[config.mk]
export PLATFORM = sky130hd
export DESIGN_NAME = endpoint_status
export DESIGN_NICKNAME = d
export VERILOG_FILES = /design/src/hdl/usb_echo_pkg.sv /design/src/hdl/endpoint_status.sv
export SDC_FILE = /design/constraint.sdc
export NUM_CORES = 1
export LEC_CHECK = 0
export ABC_CLOCK_PERIOD_IN_PS = 1700
export BUFFER_PORTS_ARGS = -buffer_cell sky130_fd_sc_hd__clkbuf_2
export CAP_MARGIN = 5
export CORE_AREA = 5 5 42 44
export DETAILED_ROUTE_END_ITERATION = 8
export DIE_AREA = 0 0 47 49
export SLEW_MARGIN = 20
export SYNTH_ARGS = -nofsm -noshare
export SYNTH_HDL_FRONTEND = slang
export SYNTH_SLANG_ARGS = --single-unit
export TNS_END_PERCENT = 5
[constraint.sdc]
create_clock -name clock -period 1.7 [get_ports clock]
set_input_delay 0.51 -clock clock [delete_from_list [all_inputs] [get_ports clock]]
set_output_delay 0.51 -clock clock [all_outputs]
set_load 0.01 [all_outputs]
[src/hdl/usb_echo_pkg.sv]
package usb_echo_pkg;

  // One byte of USB bulk payload
  typedef logic [7:0] byte_t;

  // Status bits from the USB core, shown on the LEDs
  typedef logic [3:0] status_t;

  // Board LED vector
  typedef logic [5:0] led_t;

  // Low LEDs with no status bit behind them stay high (off)
  localparam int LED_UNUSED_COUNT = 2;

  // Bulk IN is flagged ready while the FIFO holds more than this
  localparam int IN_LEVEL_MIN = 4;

  // Bulk OUT is flagged ready while the FIFO holds fewer than this
  localparam int OUT_LEVEL_MAX = 1024;

  // Read-side prefetch stage of the packet FIFO
  //   RD_EMPTY  nothing in the RAM read register
  //   RD_FETCH  a read was issued last cycle and RAM output is fresh
  //   RD_HOLD   RAM output is valid but waits for the output register
  typedef enum logic [1:0] {
    RD_EMPTY,
    RD_FETCH,
    RD_HOLD
  } fifo_rd_state_t;

endpackage

[src/hdl/endpoint_status.sv]
`timescale 1ns/10ps
module endpoint_status #(
  parameter int DEPTH = 2048
) (
  input  logic                       clock,
  input  logic                       reset,
  input  logic                       configured_i,
  input  logic [$clog2(DEPTH+1)-1:0] level_i,
  input  usb_echo_pkg::status_t      status_i,
  output logic                       bulk_in_ready_o,
  output logic                       bulk_out_ready_o,
  output usb_echo_pkg::led_t         leds_o
);

  localparam int LBITS = $clog2(DEPTH + 1);

  logic in_level_ok;
  logic out_level_ok;

  assign in_level_ok  = (level_i > LBITS'(usb_echo_pkg::IN_LEVEL_MIN));
  assign out_level_ok = (level_i < LBITS'(usb_echo_pkg::OUT_LEVEL_MAX));

  // Endpoint flags only rise once the device is configured
  always_ff @(posedge clock) begin
    if (reset) begin
      bulk_in_ready_o  <= 1'b0;
      bulk_out_ready_o <= 1'b0;
    end else begin
      bulk_in_ready_o  <= configured_i & in_level_ok;
      bulk_out_ready_o <= configured_i & out_level_ok;
    end
  end

  // LEDs are active low and the unused ones stay dark
  assign leds_o = {~status_i, {usb_echo_pkg::LED_UNUSED_COUNT{1'b1}}};

endmodule

; ---- Word level (Yosys, flattened, before mapping)
; Cells that the tools add are included.
; Widths: inputs -> output; s select.
[word_totals]
out_inout_bits = 8
reg_bits = 2
[op_classes]
n_bitwise = 3
magnitude_cmp = 2
[ops]
columns = operator, count
row1 = $gt 12x3->1 const B, 1
row2 = $lt 12x11->1 const B, 1
row3 = $not 4->4, 1
row4 = $and 1x1->1, 2

; ---- Longest topological paths before layout
[depth]
word_depth = 2
mapped_depth = 3
mapped_depth_nobuf = 3

; ---- Least setup slack after synthesis
; No wires, ideal clock.
[synth_timing]
kind = input port to flip-flop
from = input level_i[5]
to = register bulk_in_ready_o
t_required_ns = 1.570
arrival_ns = 1.226
setup_slack_ns = 0.344
n_path_buf = 0
cell_stages = 3
setup_time_ns = 0.130
path_cell_list = or4_1 -> nor3_2 -> a311oi_1
[synth_between]
elab_chain_len = 2
[synth_rtl]
columns = item, line
row1 = from (decl), endpoint_status.sv:8  ; input logic [$clog2(DEPTH+1)-1:0] level_i,
row2 = $gt 12x3->1, endpoint_status.sv:20  ; assign in_level_ok = (level_i > LBITS'(usb_echo_pkg::IN_LEVEL_MIN));
row3 = $and 1x1->1, endpoint_status.sv:29  ; bulk_in_ready_o <= configured_i & in_level_ok;
row4 = to (signal assigned), endpoint_status.sv:29
row5 = to (decl), endpoint_status.sv:10  ; output logic bulk_in_ready_o,
; Every way passes these cells.
; A chain may end at the register's enable or synchronous reset.

; ---- Final worst setup path
[layout_timing]
from = input status_i[2]
to = output leds_o[4]
[layout_between]
elab_chain_len = 1
[layout_rtl]
columns = item, line
row1 = from (decl), endpoint_status.sv:9  ; input usb_echo_pkg::status_t status_i,
row2 = $not 4->4, endpoint_status.sv:35  ; assign leds_o = {~status_i, {usb_echo_pkg::LED_UNUSED_COUNT{1'b1}}};
row3 = to (decl), endpoint_status.sv:12  ; output usb_echo_pkg::led_t leds_o
; Every way passes these cells.

==> results.cfg <==
[status]
status = completed

[yosys]
yosysUniqueCellTypes = 10
ys_seq_area_frac = 0.327
synth_warnings = 0
syn_area_sq_um = 123
ys_ff_latch = 2
syn_avg_cell_area_sq_um = 7.66
synthCells = 16

[critical_path]
cp-end-kind = output port
start_kind = primary input
cp_max_fo = 1
cp_data_required_time_ns = 1.19
arrival_ns = 0.75
worst-setup-path-type = primary input to output port

[detailed_routing]
route.vias.total = 198
wl_microns = 503
ant_nets = 0
drt_iter0_drc = 2
route.detailed.drc = 0
viasPerCell = 3.41
wire_per_inst_microns = 8.67
first_pass_iters = 4

[timing]
final_hold_viol_count = 0
hold_slack_ns = 0.476
setup_viol = 0
min_period_ns = 1.26
drv_slew = 0
rsz0062_at_grt = false
layout_setup_ws_ns = 0.443
finalCritPeriodShare = 0.739
max_freq_ghz = 0.796
finalSetupTns_ns = 0

[global_route]
grt_max_degree = 3
grt_pass1_vias = 179
track_usage = 0.0415
grt_pass1_wl_microns = 621
antenna_found_initial = 0
grt-ovfl-total = 0

[cts]
path_clk_slew_ns = 0.03
cts_tree = yes
cts_max_level = 1
cts_hold_buf = 0
cts_root_buf = clkbuf_4
cts_buffers = 3
post_cts_resized = 0
cts.path.max_buffers = 2
cts_setup_buffers = 0
cts.sinks = 2

[floorplan]
initial_utilization = 0.0875
dieArea_sq_um = 2300
fp-row-count = 14
die_w_microns = 47
core_area_sq_um = 1400
io_pins = 27
dieHeight_microns = 49

[run]
drv_cap = 0

[worst_hold_path]
hp-start = level_i[10]
min_path_type = primary input to flop
holdPathEnd = bulk_out_ready_o
whs_path_depth = 2

[placed_design]
post-dp-hpwl_microns = 428
gp_congestion = 0.678
dpl_worst_slack_ns = 0.234
port_buffers = 24

[layout]
drive_gt1_frac = 0.667
antenna_cells = 0
nNetsFinal = 63
fin_util = 0.196
fillCellCount = 164
area_growth_syn_to_layout_pct = 123

[power_and_ir_drop]
p_leak_nw = 0.171
ir_drop_mv = 0.117
power_density_nw_per_um2 = 707
==> sequential cells by signal (all words and copies together) (netlist names) <==
name,count
bulk_out_ready_o,1
bulk_in_ready_o,1
==> power breakdown <==
| group | total (mW) | leakage, nW | internal (mW) | switching (mW) |
|---|---|---|---|---|
| logic | 0.0395 | 0.140 | 0.0220 | 0.0175 |
| clock network | 0.105 | 0.0138 | 0.0779 | 0.0267 |
| registers | 0.0496 | 0.0165 | 0.0492 | 0.000404 |
==> layout by cell type, fill, tap and decap left out, types with 2 or more instances in the layout <==
master    synthesis  layout
conb_1            1       2
dfxtp_1           2       2
inv_1             5       5
clkbuf_4          0       3
clkbuf_2          0      24
==> per-layer routing <==
| metal | wire length [microns] | vias up | global-route usage |
|---|---|---|---|
| li1 | - | 100 | - |
| met1 | 140 | 89 | 0.0240 |
| met2 | 311 | 9 | 0.0679 |
| met3 | 50 | 0 | 0.0221 |
| met4 | 0 | 0 | 0.0553 |
| met5 | 0 | - | 0 |
==> worst max-delay path, stage by stage <==
cell      delay (ns)
clkbuf_2        0.08
inv_1           0.04
clkbuf_2        0.12
==> how the worst max path moves through the flow <==
stage,startpoint,end,slack [ns],cells after the start
6_report,status_i[2],leds_o[4],0.44,3
4_1_cts,status_i[2],leds_o[4],0.44,3
5_1_grt,status_i[1],leds_o[3],0.42,3
2_1_floorplan,level_i[5],bulk_in_ready_o,0.34,3
3_3_place_gp,level_i[5],bulk_in_ready_o,0.25,4
3_5_place_dp,level_i[5],bulk_in_ready_o,0.23,4
==> final cells by class <==
cell class / instances / area [sq um] / share of cell area
Sequential cell: 2 / 40.0 / 0.146
Clock buffer: 3 / 22.5 / 0.0822
Tap cell: 16 / 20.0 / 0.0731
Multi-Input combinational cell: 8 / 52.6 / 0.192
Inverter: 5 / 18.8 / 0.0685
Timing Repair Buffer: 24 / 120 / 0.438
==> per-stage QoR <==
stage               std cells  area, sq um  power, mW
finish                     58          274      0.194
global route               58          274      0.211
CTS                        58          274      0.201
detailed placement         55          251     0.0897
global placement           55          251     0.0890
floorplan                  17          126     0.0650
==> synthesized netlist by cell type (all sizes together) <==
cell / count / area share
a311oi: 1 / 0.071
buf: 2 / 0.12
conb: 1 / 0.031
dfxtp: 2 / 0.33
inv: 5 / 0.15
nor3: 2 / 0.12
nor4b: 1 / 0.071
o21ai: 1 / 0.041
or4: 1 / 0.061
==> cells by family after synthesis <==
family | synth area share
buf+inv | 0.275
flops | 0.327
simple gates | 0.255
compound gates | 0.112
other cells | 0.0306
No activity file was read; power rests on OpenSTA's default activity.
